<file path="src/dm_pkg.sv">
// ---------------------------------------
// debug module register file definitions
// sizes, register map, field positions
// ---------------------------------------
package dm_pkg;

  // sizes
  localparam int unsigned NrHarts     = 2;
  localparam int unsigned DataCount   = 2;
  localparam int unsigned ProgBufSize = 4;

  typedef logic [6:0]         dmi_addr_t;
  typedef logic [31:0]        dmi_data_t;
  typedef logic [NrHarts-1:0] hart_vec_t;
  typedef logic [9:0]         hart_sel_t;

  typedef dmi_data_t [DataCount-1:0]   data_vec_t;
  typedef dmi_data_t [ProgBufSize-1:0] progbuf_vec_t;

  typedef enum logic [1:0] {
    DtmNop   = 2'd0,
    DtmRead  = 2'd1,
    DtmWrite = 2'd2
  } dtm_op_e;

  typedef enum logic [2:0] {
    CmdErrNone         = 3'd0,
    CmdErrBusy         = 3'd1,
    CmdErrNotSupported = 3'd2,
    CmdErrException    = 3'd3,
    CmdErrHaltResume   = 3'd4,
    CmdErrBus          = 3'd5,
    CmdErrOther        = 3'd7
  } cmderr_e;

  // register map
  localparam dmi_addr_t AddrData0      = 7'h04;
  localparam dmi_addr_t AddrDmControl  = 7'h10;
  localparam dmi_addr_t AddrDmStatus   = 7'h11;
  localparam dmi_addr_t AddrAbstractCs = 7'h16;
  localparam dmi_addr_t AddrCommand    = 7'h17;
  localparam dmi_addr_t AddrProgBuf0   = 7'h20;

  // spec version 0.13
  localparam logic [3:0] DbgVersion = 4'd2;

  // ---------------------------------------
  // field positions, lowest bit of a field
  // ---------------------------------------
  // dmcontrol
  localparam int unsigned CtrlDmActive     = 0;
  localparam int unsigned CtrlNdmReset     = 1;
  localparam int unsigned CtrlHartSel      = 16;
  localparam int unsigned CtrlAckHaveReset = 28;
  localparam int unsigned CtrlResumeReq    = 30;
  localparam int unsigned CtrlHaltReq      = 31;

  // dmstatus, each all flag sits one above its any flag
  localparam int unsigned StVersion       = 0;
  localparam int unsigned StAuthenticated = 7;
  localparam int unsigned StAnyHalted     = 8;
  localparam int unsigned StAnyRunning    = 10;
  localparam int unsigned StAnyUnavail    = 12;
  localparam int unsigned StAnyNonExist   = 14;
  localparam int unsigned StAnyResumeAck  = 16;
  localparam int unsigned StAnyHaveReset  = 18;

  // abstractcs
  localparam int unsigned AcsDataCount   = 0;
  localparam int unsigned AcsCmdErr      = 8;
  localparam int unsigned AcsBusy        = 12;
  localparam int unsigned AcsProgBufSize = 24;

endpackage

</file>
<file path="src/dm_reg_if.sv">
// ---------------------------------------
// internal register access bus
// ---------------------------------------
`timescale 1ns/100ps

interface dm_reg_if;
  import dm_pkg::*;

  // one-cycle strobe per accepted request
  logic      req;
  logic      we;
  dmi_addr_t addr;
  dmi_data_t wdata;
  // zero unless addr hits this block
  dmi_data_t rdata;

  modport bus (
    output req, we, addr, wdata,
    input  rdata
  );

  modport regs (
    input  req, we, addr, wdata,
    output rdata
  );

endinterface

</file>
<file path="src/dm_resp_fifo.sv">
// ---------------------------------------
// two-entry response queue
// ---------------------------------------
`timescale 1ns/100ps

module dm_resp_fifo (
  input  logic              clk_i,
  input  logic              rst_ni,
  input  logic              push_i,
  input  dm_pkg::dmi_data_t wdata_i,
  output logic              full_o,
  input  logic              pop_i,
  output dm_pkg::dmi_data_t rdata_o,
  output logic              valid_o
);
  import dm_pkg::*;

  dmi_data_t  mem_q [2];
  logic       wptr_q, rptr_q;
  logic [1:0] count_q;
  logic       do_push, do_pop;

  assign full_o  = (count_q == 2'd2);
  assign valid_o = (count_q != 2'd0);
  assign rdata_o = mem_q[rptr_q];

  // a pop frees its slot first, so a full queue still takes a push
  assign do_pop  = pop_i & valid_o;
  assign do_push = push_i & (~full_o | do_pop);

  always_ff @(posedge clk_i) begin
    if (do_push) begin
      mem_q[wptr_q] <= wdata_i;
    end
  end

  always_ff @(posedge clk_i or negedge rst_ni) begin
    if (!rst_ni) begin
      wptr_q  <= 1'b0;
      rptr_q  <= 1'b0;
      count_q <= 2'd0;
    end else begin
      if (do_push) wptr_q <= ~wptr_q;
      if (do_pop)  rptr_q <= ~rptr_q;
      case ({do_push, do_pop})
        2'b10:   count_q <= count_q + 2'd1;
        2'b01:   count_q <= count_q - 2'd1;
        default: count_q <= count_q;
      endcase
    end
  end

endmodule

</file>
<file path="src/dm_hart_ctrl.sv">
// ---------------------------------------
// hart control and status registers
// halt/resume requests per selected hart
// ---------------------------------------
`timescale 1ns/100ps

module dm_hart_ctrl (
  input  logic              clk_i,
  input  logic              rst_ni,
  dm_reg_if.regs            bus,
  input  dm_pkg::hart_vec_t halted_i,
  input  dm_pkg::hart_vec_t unavailable_i,
  input  dm_pkg::hart_vec_t resumeack_i,
  output logic              dmactive_o,
  output logic              ndmreset_o,
  output dm_pkg::hart_vec_t haltreq_o,
  output dm_pkg::hart_vec_t resumereq_o,
  output logic              clear_resumeack_o
);
  import dm_pkg::*;

  logic      dmactive_d, dmactive_q;
  logic      ndmreset_d, ndmreset_q;
  logic      haltreq_d, haltreq_q;
  logic      resumereq_d, resumereq_q;
  hart_sel_t hartsel_d, hartsel_q;
  hart_vec_t havereset_d, havereset_q;
  hart_vec_t sel_onehot;
  logic      sel_exists, sel_halted, sel_unavail, sel_resumeack, sel_havereset;
  logic      ctrl_write;
  dmi_data_t dmcontrol, dmstatus;

  // hart select decode, all zero when out of range
  always_comb begin
    sel_onehot = '0;
    for (int h = 0; h < NrHarts; h++) begin
      sel_onehot[h] = (hartsel_q == hart_sel_t'(h));
    end
  end

  assign sel_exists    = |sel_onehot;
  assign sel_halted    = |(halted_i & sel_onehot);
  assign sel_unavail   = |(unavailable_i & sel_onehot);
  assign sel_resumeack = |(resumeack_i & sel_onehot);
  assign sel_havereset = |(havereset_q & sel_onehot);

  // ---------------------------------------
  // read side
  // ---------------------------------------
  always_comb begin
    dmcontrol = '0;
    dmcontrol[CtrlDmActive]        = dmactive_q;
    dmcontrol[CtrlNdmReset]        = ndmreset_q;
    dmcontrol[CtrlHartSel +: 10]   = hartsel_q;
    dmcontrol[CtrlResumeReq]       = resumereq_q;
    dmcontrol[CtrlHaltReq]         = haltreq_q;

    // any and all agree with a single selected hart
    dmstatus = '0;
    dmstatus[StVersion +: 4]       = DbgVersion;
    dmstatus[StAuthenticated]      = 1'b1;
    dmstatus[StAnyHalted +: 2]     = {2{sel_halted & ~sel_unavail}};
    dmstatus[StAnyRunning +: 2]    = {2{sel_exists & ~sel_halted & ~sel_unavail}};
    dmstatus[StAnyUnavail +: 2]    = {2{sel_unavail}};
    dmstatus[StAnyNonExist +: 2]   = {2{~sel_exists}};
    dmstatus[StAnyResumeAck +: 2]  = {2{sel_resumeack}};
    dmstatus[StAnyHaveReset +: 2]  = {2{sel_havereset}};

    case (bus.addr)
      AddrDmControl: bus.rdata = dmcontrol;
      AddrDmStatus:  bus.rdata = dmstatus;
      default:       bus.rdata = '0;
    endcase
  end

  // ---------------------------------------
  // write side
  // ---------------------------------------
  assign ctrl_write = bus.req & bus.we & (bus.addr == AddrDmControl);

  // resumeack is cleared as resumereq rises
  assign clear_resumeack_o = ctrl_write & ~resumereq_q & bus.wdata[CtrlResumeReq];

  always_comb begin
    dmactive_d  = dmactive_q;
    ndmreset_d  = ndmreset_q;
    haltreq_d   = haltreq_q;
    resumereq_d = resumereq_q;
    hartsel_d   = hartsel_q;
    havereset_d = havereset_q;
    if (ctrl_write) begin
      dmactive_d  = bus.wdata[CtrlDmActive];
      ndmreset_d  = bus.wdata[CtrlNdmReset];
      haltreq_d   = bus.wdata[CtrlHaltReq];
      resumereq_d = bus.wdata[CtrlResumeReq];
      hartsel_d   = bus.wdata[CtrlHartSel +: 10];
      if (bus.wdata[CtrlAckHaveReset]) begin
        havereset_d = havereset_q & ~sel_onehot;
      end
    end
    // hart acknowledged the resume
    if (resumereq_q && sel_resumeack) begin
      resumereq_d = 1'b0;
    end
    if (ndmreset_q) begin
      havereset_d = '1;
    end
  end

  always_ff @(posedge clk_i or negedge rst_ni) begin
    if (!rst_ni) begin
      dmactive_q  <= 1'b0;
      ndmreset_q  <= 1'b0;
      haltreq_q   <= 1'b0;
      resumereq_q <= 1'b0;
      hartsel_q   <= '0;
      havereset_q <= '1;
    end else begin
      havereset_q <= havereset_d;
      dmactive_q  <= dmactive_d;
      // inactive module holds everything else cleared
      if (!dmactive_q) begin
        ndmreset_q  <= 1'b0;
        haltreq_q   <= 1'b0;
        resumereq_q <= 1'b0;
        hartsel_q   <= '0;
      end else begin
        ndmreset_q  <= ndmreset_d;
        haltreq_q   <= haltreq_d;
        resumereq_q <= resumereq_d;
        hartsel_q   <= hartsel_d;
      end
    end
  end

  assign dmactive_o  = dmactive_q;
  assign ndmreset_o  = ndmreset_q;
  assign haltreq_o   = {NrHarts{haltreq_q}} & sel_onehot;
  assign resumereq_o = {NrHarts{resumereq_q}} & sel_onehot;

endmodule

</file>
<file path="src/dm_abstract_cmd.sv">
// ---------------------------------------
// abstract command, data and progbuf regs
// ---------------------------------------
`timescale 1ns/100ps

module dm_abstract_cmd (
  input  logic                 clk_i,
  input  logic                 rst_ni,
  dm_reg_if.regs               bus,
  input  logic                 dmactive_i,
  input  logic                 cmdbusy_i,
  input  logic                 cmderror_valid_i,
  input  dm_pkg::cmderr_e      cmderror_i,
  input  logic                 data_valid_i,
  input  dm_pkg::data_vec_t    data_i,
  output logic                 cmd_valid_o,
  output dm_pkg::dmi_data_t    cmd_o,
  output dm_pkg::data_vec_t    data_o,
  output dm_pkg::progbuf_vec_t progbuf_o
);
  import dm_pkg::*;

  dmi_data_t    command_d, command_q;
  logic         cmd_valid_d, cmd_valid_q;
  cmderr_e      cmderr_d, cmderr_q;
  data_vec_t    data_d, data_q;
  progbuf_vec_t progbuf_d, progbuf_q;
  dmi_data_t    abstractcs;
  logic         wr_en, busy_err;

  assign wr_en = bus.req & bus.we;

  always_comb begin
    abstractcs = '0;
    abstractcs[AcsDataCount +: 4]   = 4'(DataCount);
    abstractcs[AcsCmdErr +: 3]      = cmderr_q;
    abstractcs[AcsBusy]             = cmdbusy_i;
    abstractcs[AcsProgBufSize +: 5] = 5'(ProgBufSize);
  end

  // read mux, command reads as zero
  always_comb begin
    bus.rdata = '0;
    if (bus.addr == AddrAbstractCs) bus.rdata = abstractcs;
    for (int i = 0; i < DataCount; i++) begin
      if (bus.addr == dmi_addr_t'(AddrData0 + i)) bus.rdata = data_q[i];
    end
    for (int i = 0; i < ProgBufSize; i++) begin
      if (bus.addr == dmi_addr_t'(AddrProgBuf0 + i)) bus.rdata = progbuf_q[i];
    end
  end

  // ---------------------------------------
  // next state
  // ---------------------------------------
  always_comb begin
    command_d   = command_q;
    cmd_valid_d = 1'b0;
    cmderr_d    = cmderr_q;
    data_d      = data_q;
    progbuf_d   = progbuf_q;
    busy_err    = 1'b0;
    if (wr_en) begin
      for (int i = 0; i < DataCount; i++) begin
        if (bus.addr == dmi_addr_t'(AddrData0 + i)) begin
          if (cmdbusy_i) busy_err = 1'b1;
          else           data_d[i] = bus.wdata;
        end
      end
      for (int i = 0; i < ProgBufSize; i++) begin
        if (bus.addr == dmi_addr_t'(AddrProgBuf0 + i)) begin
          if (cmdbusy_i) busy_err = 1'b1;
          else           progbuf_d[i] = bus.wdata;
        end
      end
      if (bus.addr == AddrCommand) begin
        if (cmdbusy_i) begin
          busy_err = 1'b1;
        end else begin
          cmd_valid_d = 1'b1;
          command_d   = bus.wdata;
        end
      end
      // cmderr is write-one-to-clear
      if (bus.addr == AddrAbstractCs) begin
        if (cmdbusy_i) busy_err = 1'b1;
        else           cmderr_d = cmderr_e'(cmderr_q & ~bus.wdata[AcsCmdErr +: 3]);
      end
    end
    // first error sticks
    if (busy_err && cmderr_q == CmdErrNone) begin
      cmderr_d = CmdErrBusy;
    end
    // error from the hart wins over a bus write
    if (cmderror_valid_i) cmderr_d = cmderror_i;
    if (data_valid_i)     data_d   = data_i;
  end

  always_ff @(posedge clk_i or negedge rst_ni) begin
    if (!rst_ni) begin
      command_q   <= '0;
      cmd_valid_q <= 1'b0;
      cmderr_q    <= CmdErrNone;
      data_q      <= '0;
      progbuf_q   <= '0;
    end else if (!dmactive_i) begin
      command_q   <= '0;
      cmd_valid_q <= 1'b0;
      cmderr_q    <= CmdErrNone;
      data_q      <= '0;
      progbuf_q   <= '0;
    end else begin
      command_q   <= command_d;
      cmd_valid_q <= cmd_valid_d;
      cmderr_q    <= cmderr_d;
      data_q      <= data_d;
      progbuf_q   <= progbuf_d;
    end
  end

  assign cmd_valid_o = cmd_valid_q;
  assign cmd_o       = command_q;
  assign data_o      = data_q;
  assign progbuf_o   = progbuf_q;

endmodule

</file>
<file path="src/dm_csrs.sv">
// ---------------------------------------
// debug module registers, DMI front end
// ---------------------------------------
`timescale 1ns/100ps

module dm_csrs (
  input  logic                 clk_i,
  input  logic                 rst_ni,
  input  logic                 dmi_req_valid_i,
  output logic                 dmi_req_ready_o,
  input  dm_pkg::dmi_addr_t    dmi_req_addr_i,
  input  dm_pkg::dtm_op_e      dmi_req_op_i,
  input  dm_pkg::dmi_data_t    dmi_req_data_i,
  output logic                 dmi_resp_valid_o,
  input  logic                 dmi_resp_ready_i,
  output dm_pkg::dmi_data_t    dmi_resp_data_o,
  output logic                 ndmreset_o,
  output logic                 dmactive_o,
  input  dm_pkg::hart_vec_t    halted_i,
  input  dm_pkg::hart_vec_t    unavailable_i,
  input  dm_pkg::hart_vec_t    resumeack_i,
  output dm_pkg::hart_vec_t    haltreq_o,
  output dm_pkg::hart_vec_t    resumereq_o,
  output logic                 clear_resumeack_o,
  output logic                 cmd_valid_o,
  output dm_pkg::dmi_data_t    cmd_o,
  input  logic                 cmderror_valid_i,
  input  dm_pkg::cmderr_e      cmderror_i,
  input  logic                 cmdbusy_i,
  output dm_pkg::progbuf_vec_t progbuf_o,
  output dm_pkg::data_vec_t    data_o,
  input  dm_pkg::data_vec_t    data_i,
  input  logic                 data_valid_i
);
  import dm_pkg::*;

  logic      req_accept, resp_pop, resp_full;
  dmi_data_t rdata_all, resp_word;

  dm_reg_if hart_bus ();
  dm_reg_if cmd_bus ();

  // handshake
  assign dmi_req_ready_o = ~resp_full;
  assign req_accept      = dmi_req_valid_i & dmi_req_ready_o;
  assign resp_pop        = dmi_resp_valid_o & dmi_resp_ready_i;

  // same request goes to both register blocks
  assign hart_bus.req   = req_accept;
  assign hart_bus.we    = (dmi_req_op_i == DtmWrite);
  assign hart_bus.addr  = dmi_req_addr_i;
  assign hart_bus.wdata = dmi_req_data_i;
  assign cmd_bus.req    = req_accept;
  assign cmd_bus.we     = (dmi_req_op_i == DtmWrite);
  assign cmd_bus.addr   = dmi_req_addr_i;
  assign cmd_bus.wdata  = dmi_req_data_i;

  // writes and nops answer with zero
  assign rdata_all = hart_bus.rdata | cmd_bus.rdata;
  assign resp_word = (dmi_req_op_i == DtmRead) ? rdata_all : '0;

  dm_hart_ctrl i_hart_ctrl (
    .clk_i             (clk_i),
    .rst_ni            (rst_ni),
    .bus               (hart_bus.regs),
    .halted_i          (halted_i),
    .unavailable_i     (unavailable_i),
    .resumeack_i       (resumeack_i),
    .dmactive_o        (dmactive_o),
    .ndmreset_o        (ndmreset_o),
    .haltreq_o         (haltreq_o),
    .resumereq_o       (resumereq_o),
    .clear_resumeack_o (clear_resumeack_o)
  );

  dm_abstract_cmd i_abstract_cmd (
    .clk_i            (clk_i),
    .rst_ni           (rst_ni),
    .bus              (cmd_bus.regs),
    .dmactive_i       (dmactive_o),
    .cmdbusy_i        (cmdbusy_i),
    .cmderror_valid_i (cmderror_valid_i),
    .cmderror_i       (cmderror_i),
    .data_valid_i     (data_valid_i),
    .data_i           (data_i),
    .cmd_valid_o      (cmd_valid_o),
    .cmd_o            (cmd_o),
    .data_o           (data_o),
    .progbuf_o        (progbuf_o)
  );

  dm_resp_fifo i_resp_fifo (
    .clk_i   (clk_i),
    .rst_ni  (rst_ni),
    .push_i  (req_accept),
    .wdata_i (resp_word),
    .full_o  (resp_full),
    .pop_i   (resp_pop),
    .rdata_o (dmi_resp_data_o),
    .valid_o (dmi_resp_valid_o)
  );

endmodule

</file>
<file path="config.mk">
export PLATFORM = sky130hd
export DESIGN_NAME = dm_csrs
export DESIGN_NICKNAME = d
export VERILOG_FILES = /design/src/dm_pkg.sv /design/src/dm_reg_if.sv /design/src/dm_resp_fifo.sv /design/src/dm_hart_ctrl.sv /design/src/dm_abstract_cmd.sv /design/src/dm_csrs.sv
export SDC_FILE = /design/constraint.sdc
export NUM_CORES = 1
export LEC_CHECK = 0
export BUFFER_PORTS_ARGS = -buffer_cell sky130_fd_sc_hd__buf_4
export CAP_MARGIN = 40
export CORE_MARGIN = 4
export CORE_UTILIZATION = 54
export DETAILED_ROUTE_END_ITERATION = 16
export GPL_TIMING_DRIVEN = 0
export PLACE_DENSITY = 0.91
export RECOVER_POWER = 25
export SLEW_MARGIN = 30
export SYNTH_ARGS = -nofsm -noshare
export SYNTH_HDL_FRONTEND = slang
export SYNTH_HIERARCHICAL = 1
export SYNTH_SLANG_ARGS = --single-unit
</file>
<file path="constraint.sdc">
create_clock -name clk_i -period 4 [get_ports clk_i]
set_clock_uncertainty 0.2 [all_clocks]
set_input_delay 0.6 -clock clk_i [delete_from_list [all_inputs] [get_ports clk_i]]
set_output_delay 0.6 -clock clk_i [all_outputs]
set_load 0.01 [all_outputs]
</file>
==> results_dict.tcl <==
set metrics [dict create \
    outcome "complete, but fails checks" \
    violated_checks "max-capacitance violations, max-slew violations" \
    cts_tree "yes" \
    vdd_drop_max_v 0.000271 \
    num_rows 61 \
    routedWlPerCell_um 25.7 \
    root_buffer "sky130_fd_sc_hd__clkbuf_16" \
    grt_pass1_vias 14200 \
    synth_cells 1452 \
    overall_fraction_of_global_route_tracks_in_use_pct 36.7 \
    mappedNetlistArea_um2 15400 \
    drt_iter0_drc 1707 \
    design_power_total_uw 8160 \
    dpl.cell_count 2228 \
    tritoncts.num_buffers 34 \
    crit_path_max_incr_delay_ns 0.50 \
    top_area_cell_type_share_of_the_netlist_area_pct 40.1 \
    portBuffers 386 \
    report.final.setup_viol 0 \
    layout_min_cycle_time_ns 3.69 \
    crit_required_ns 3.20 \
    place.gp.congestion 0.996 \
    p_leak_uw 0.00918 \
    crit_path_max_fanout 12 \
    fin_crit_sh_pct 92.3 \
    yosys.cell_types.count 68 \
    dr_total_vias 14100 \
    floorplan.die_area_um2 31200 \
    ys_ff_latch 312 \
    nNetsFinal 2008 \
    max_slew_margin_pct -70.1 \
    viasPerCell 6.14 \
    synth_top_cell_by_area "sky130_fd_sc_hd__dfrtp_1" \
    clock_insertion_delay_worst_skew_ns 0.51 \
    drv.max_cap_violation_count 1 \
    timing.critical_path.max_delay_family "simple AND/OR/NAND/NOR gates" \
    synthTopCellsByArea "sky130_fd_sc_hd__dfrtp_1 40%, sky130_fd_sc_hd__edfxtp_1 13%, sky130_fd_sc_hd__mux2i_1 8.3%" \
    rsz0062_at_grt "no" \
    global_route_wire_length_before_repair_mm 87.1 \
    clock.fmax_mhz 271 \
    syn_to_final_growth_pct 28.1 \
    die_w_um 177 \
    place.detailed.hpwl_mm 44.6 \
    max-clock-path-buffers 3 \
    drt_pre_antenna_iters 6 \
    setup.worst_path.class "reg -> out" \
    depth_of_the_cts_h_tree 2 \
    largest_net_degree_at_the_start_of_global_routing 91 \
    layout.cells.most_common_list "308 x sky130_fd_sc_hd__buf_4, 246 x sky130_fd_sc_hd__dfrtp_1, 180 x sky130_fd_sc_hd__nand2_1, 179 x sky130_fd_sc_hd__nor2_1, 162 x sky130_fd_sc_hd__clkbuf_1" \
    crit_buf_inv 3 \
    die_h_um 177 \
    initial_core_util_pct 55.0 \
    synth_edf_count 64 \
    ios 387 \
    mean_cell_area_of_the_mapped_netlist_um2 10.6 \
    worst_hold_path_type "in -> reg" \
    ys_seq_area_share_pct 52.9 \
    clkSlewWorstSetupHoldPaths_ns 0.06 \
    timing.critical_path.cells "inv_1 > nor2_1 > nor2b_2 > nand4_4 > buf_2 > nor3b_1 > buf_4" \
    fp.coreArea_um2 27900 \
    route.antenna.remaining_nets 0 \
    asyncSetResetFlopFracSynth_pct 79.5 \
    kind_of_start_point_of_the_critical_path "flop" \
    cpMaxStageDelayCell "sky130_fd_sc_hd__nor2b_2" \
    postLayoutCoreUtil_pct 70.5 \
    diodes 0 \
    clkSinkCount 312 \
    timing_worst_slew_pin_value_ns 2.55 \
    total_count_of_hold_check_failures_in_the_final_report 0 \
    cp.arrival_ns 2.89 \
    crit_end_category "output port" \
    n_fill_cell 2125 \
    power_per_cell_area_nw_per_um2 415 \
    grt_remaining_overflow 0 \
    yosys_warnings 6 \
    drt_wl_total_mm 58.8 \
    dominantRegCellSynth "sky130_fd_sc_hd__dfrtp_1" \
    drv_slew 53 \
    mostFrequentLayoutCell "sky130_fd_sc_hd__buf_4" \
    drc 0 \
    antenna_violations_before_repair 2 \
    fin_cells 2289 \
    layout-drive-gt1-share_pct 26.1 \
]
==> report_power, final <==
part           leakage, uW  total, uW  internal [uW]  switching [uW]
Combinational      0.00457       1380            624             759
Sequential         0.00406       3550           3470            73.9
Clock             0.000556       3230           1950            1280
Total              0.00918       8160           6050            2110
==> state kept, by name, indices dropped and copies added (netlist names), 2 cells and up <==
name / cells
i_abstract_cmd/cmderr_q: 3
i_abstract_cmd/cmd_o: 32
i_resp_fifo/count_q: 2
i_hart_ctrl/havereset_q: 2
i_resp_fifo/mem_q: 64
i_hart_ctrl/hartsel_q: 10
i_abstract_cmd/progbuf_o: 128
i_abstract_cmd/data_o: 64
==> layer usage <==
| metal | vias up | global-route usage, % | part of all wire (%) |
|---|---|---|---|
| li1 | 5967 | - | - |
| met2 | 1046 | 59.0 | 46 |
| met3 | 221 | 11.0 | 12 |
| met5 | - | 0 | 0 |
| met4 | 0 | 14.1 | 4.8 |
| met1 | 6824 | 47.3 | 37 |
==> kinds of logic (layout without fill, tap and decap cells) <==
logic type                count (synthesis)  after routing  share of synthesized area, %
and+or+nand+nor                         498            498                          15.0
DFF                                     312            312                          52.9
AOI/OAI and AO/OA                       298            298                          12.7
muxes                                   206            206                          14.8
buffers and inverters                   133            584                          4.31
xor gates and xnor gates                  4              4                         0.228
other                                     1              9                        0.0244
==> cell usage after synthesis (all sizes together), types with 8 or more instances <==
cell,number
and3,17
a22o,35
mux4,10
nand2,181
edfxtp,64
dfrtp,246
nor2,180
o22a,19
a211oi,18
mux2,69
buf,64
nor2b,69
inv,11
clkbuf,58
nor3,8
o31ai,34
mux2i,127
o21ai,11
a21oi,148
==> through the flow <==
stage | setup slack (ns) | hold WS [ns] | setup TNS (ns) | instance area, um^2
finish | 0.306 | 0.130 | 0 | 19700
global route | 0.126 | 0.142 | 0 | 19700
CTS | 0.343 | 0.120 | 0 | 20000
detailed placement | 0.454 | 0.287 | 0 | 18900
global placement | -0.149 | 0.274 | -4.73 | 18800
floorplan | 0.759 | 0.104 | 0 | 15400
==> worst register-to-register path: cells and delay by family (launching register included) <==
kind	cells	cell delay (ns)
flip-flops	1	0.43
AO/OA/AOI/OAI	2	0.44
AND/OR/NAND/NOR	4	0.97
buffers and inverters	3	0.77
==> layout make-up <==
cell class	count	area [um^2]	share of cell area, %
Sequential cell	312	8130	41.3
Timing Repair Buffer	391	2660	13.5
Buffer	122	621	3.15
Multi-Input combinational cell	1015	6610	33.6
Tap cell	378	473	2.40
Clock buffer	49	1010	5.14
Inverter	11	41.3	0.210
Clock inverter	11	136	0.693
==> final timing paths <==
| kind | depth (start not counted) | end | startpoint | slack, ns |
|---|---|---|---|---|
| worst max register to register | 9 | i_abstract_cmd/data_o[12] | i_resp_fifo/count_q[1] | 1.04 |
| max in group asynchronous | 4 | i_abstract_cmd/data_o[48] | rst_ni | 0.57 |
| worst min register to register | 1 | i_abstract_cmd/cmd_o[8] | i_abstract_cmd/cmd_o[8] | 0.30 |
| worst max-delay path | 7 | clear_resumeack_o | i_resp_fifo/count_q[1] | 0.31 |
| min in group asynchronous | 2 | i_abstract_cmd/cmd_o[4] | rst_ni | 1.32 |
| worst min-delay path | 3 | i_abstract_cmd/cmderr_q[1] | cmderror_i[1] | 0.13 |
==> what timing repair did <==
action                                  in CTS  in global routing
gates resized for setup                      1                  0
buffers inserted                             0                  0
hold buffers                                 1                  0
endpoints found under the hold margin       52                  0
endpoints found under the setup margin       1                  0
Power figures use the tool's default switching activity.
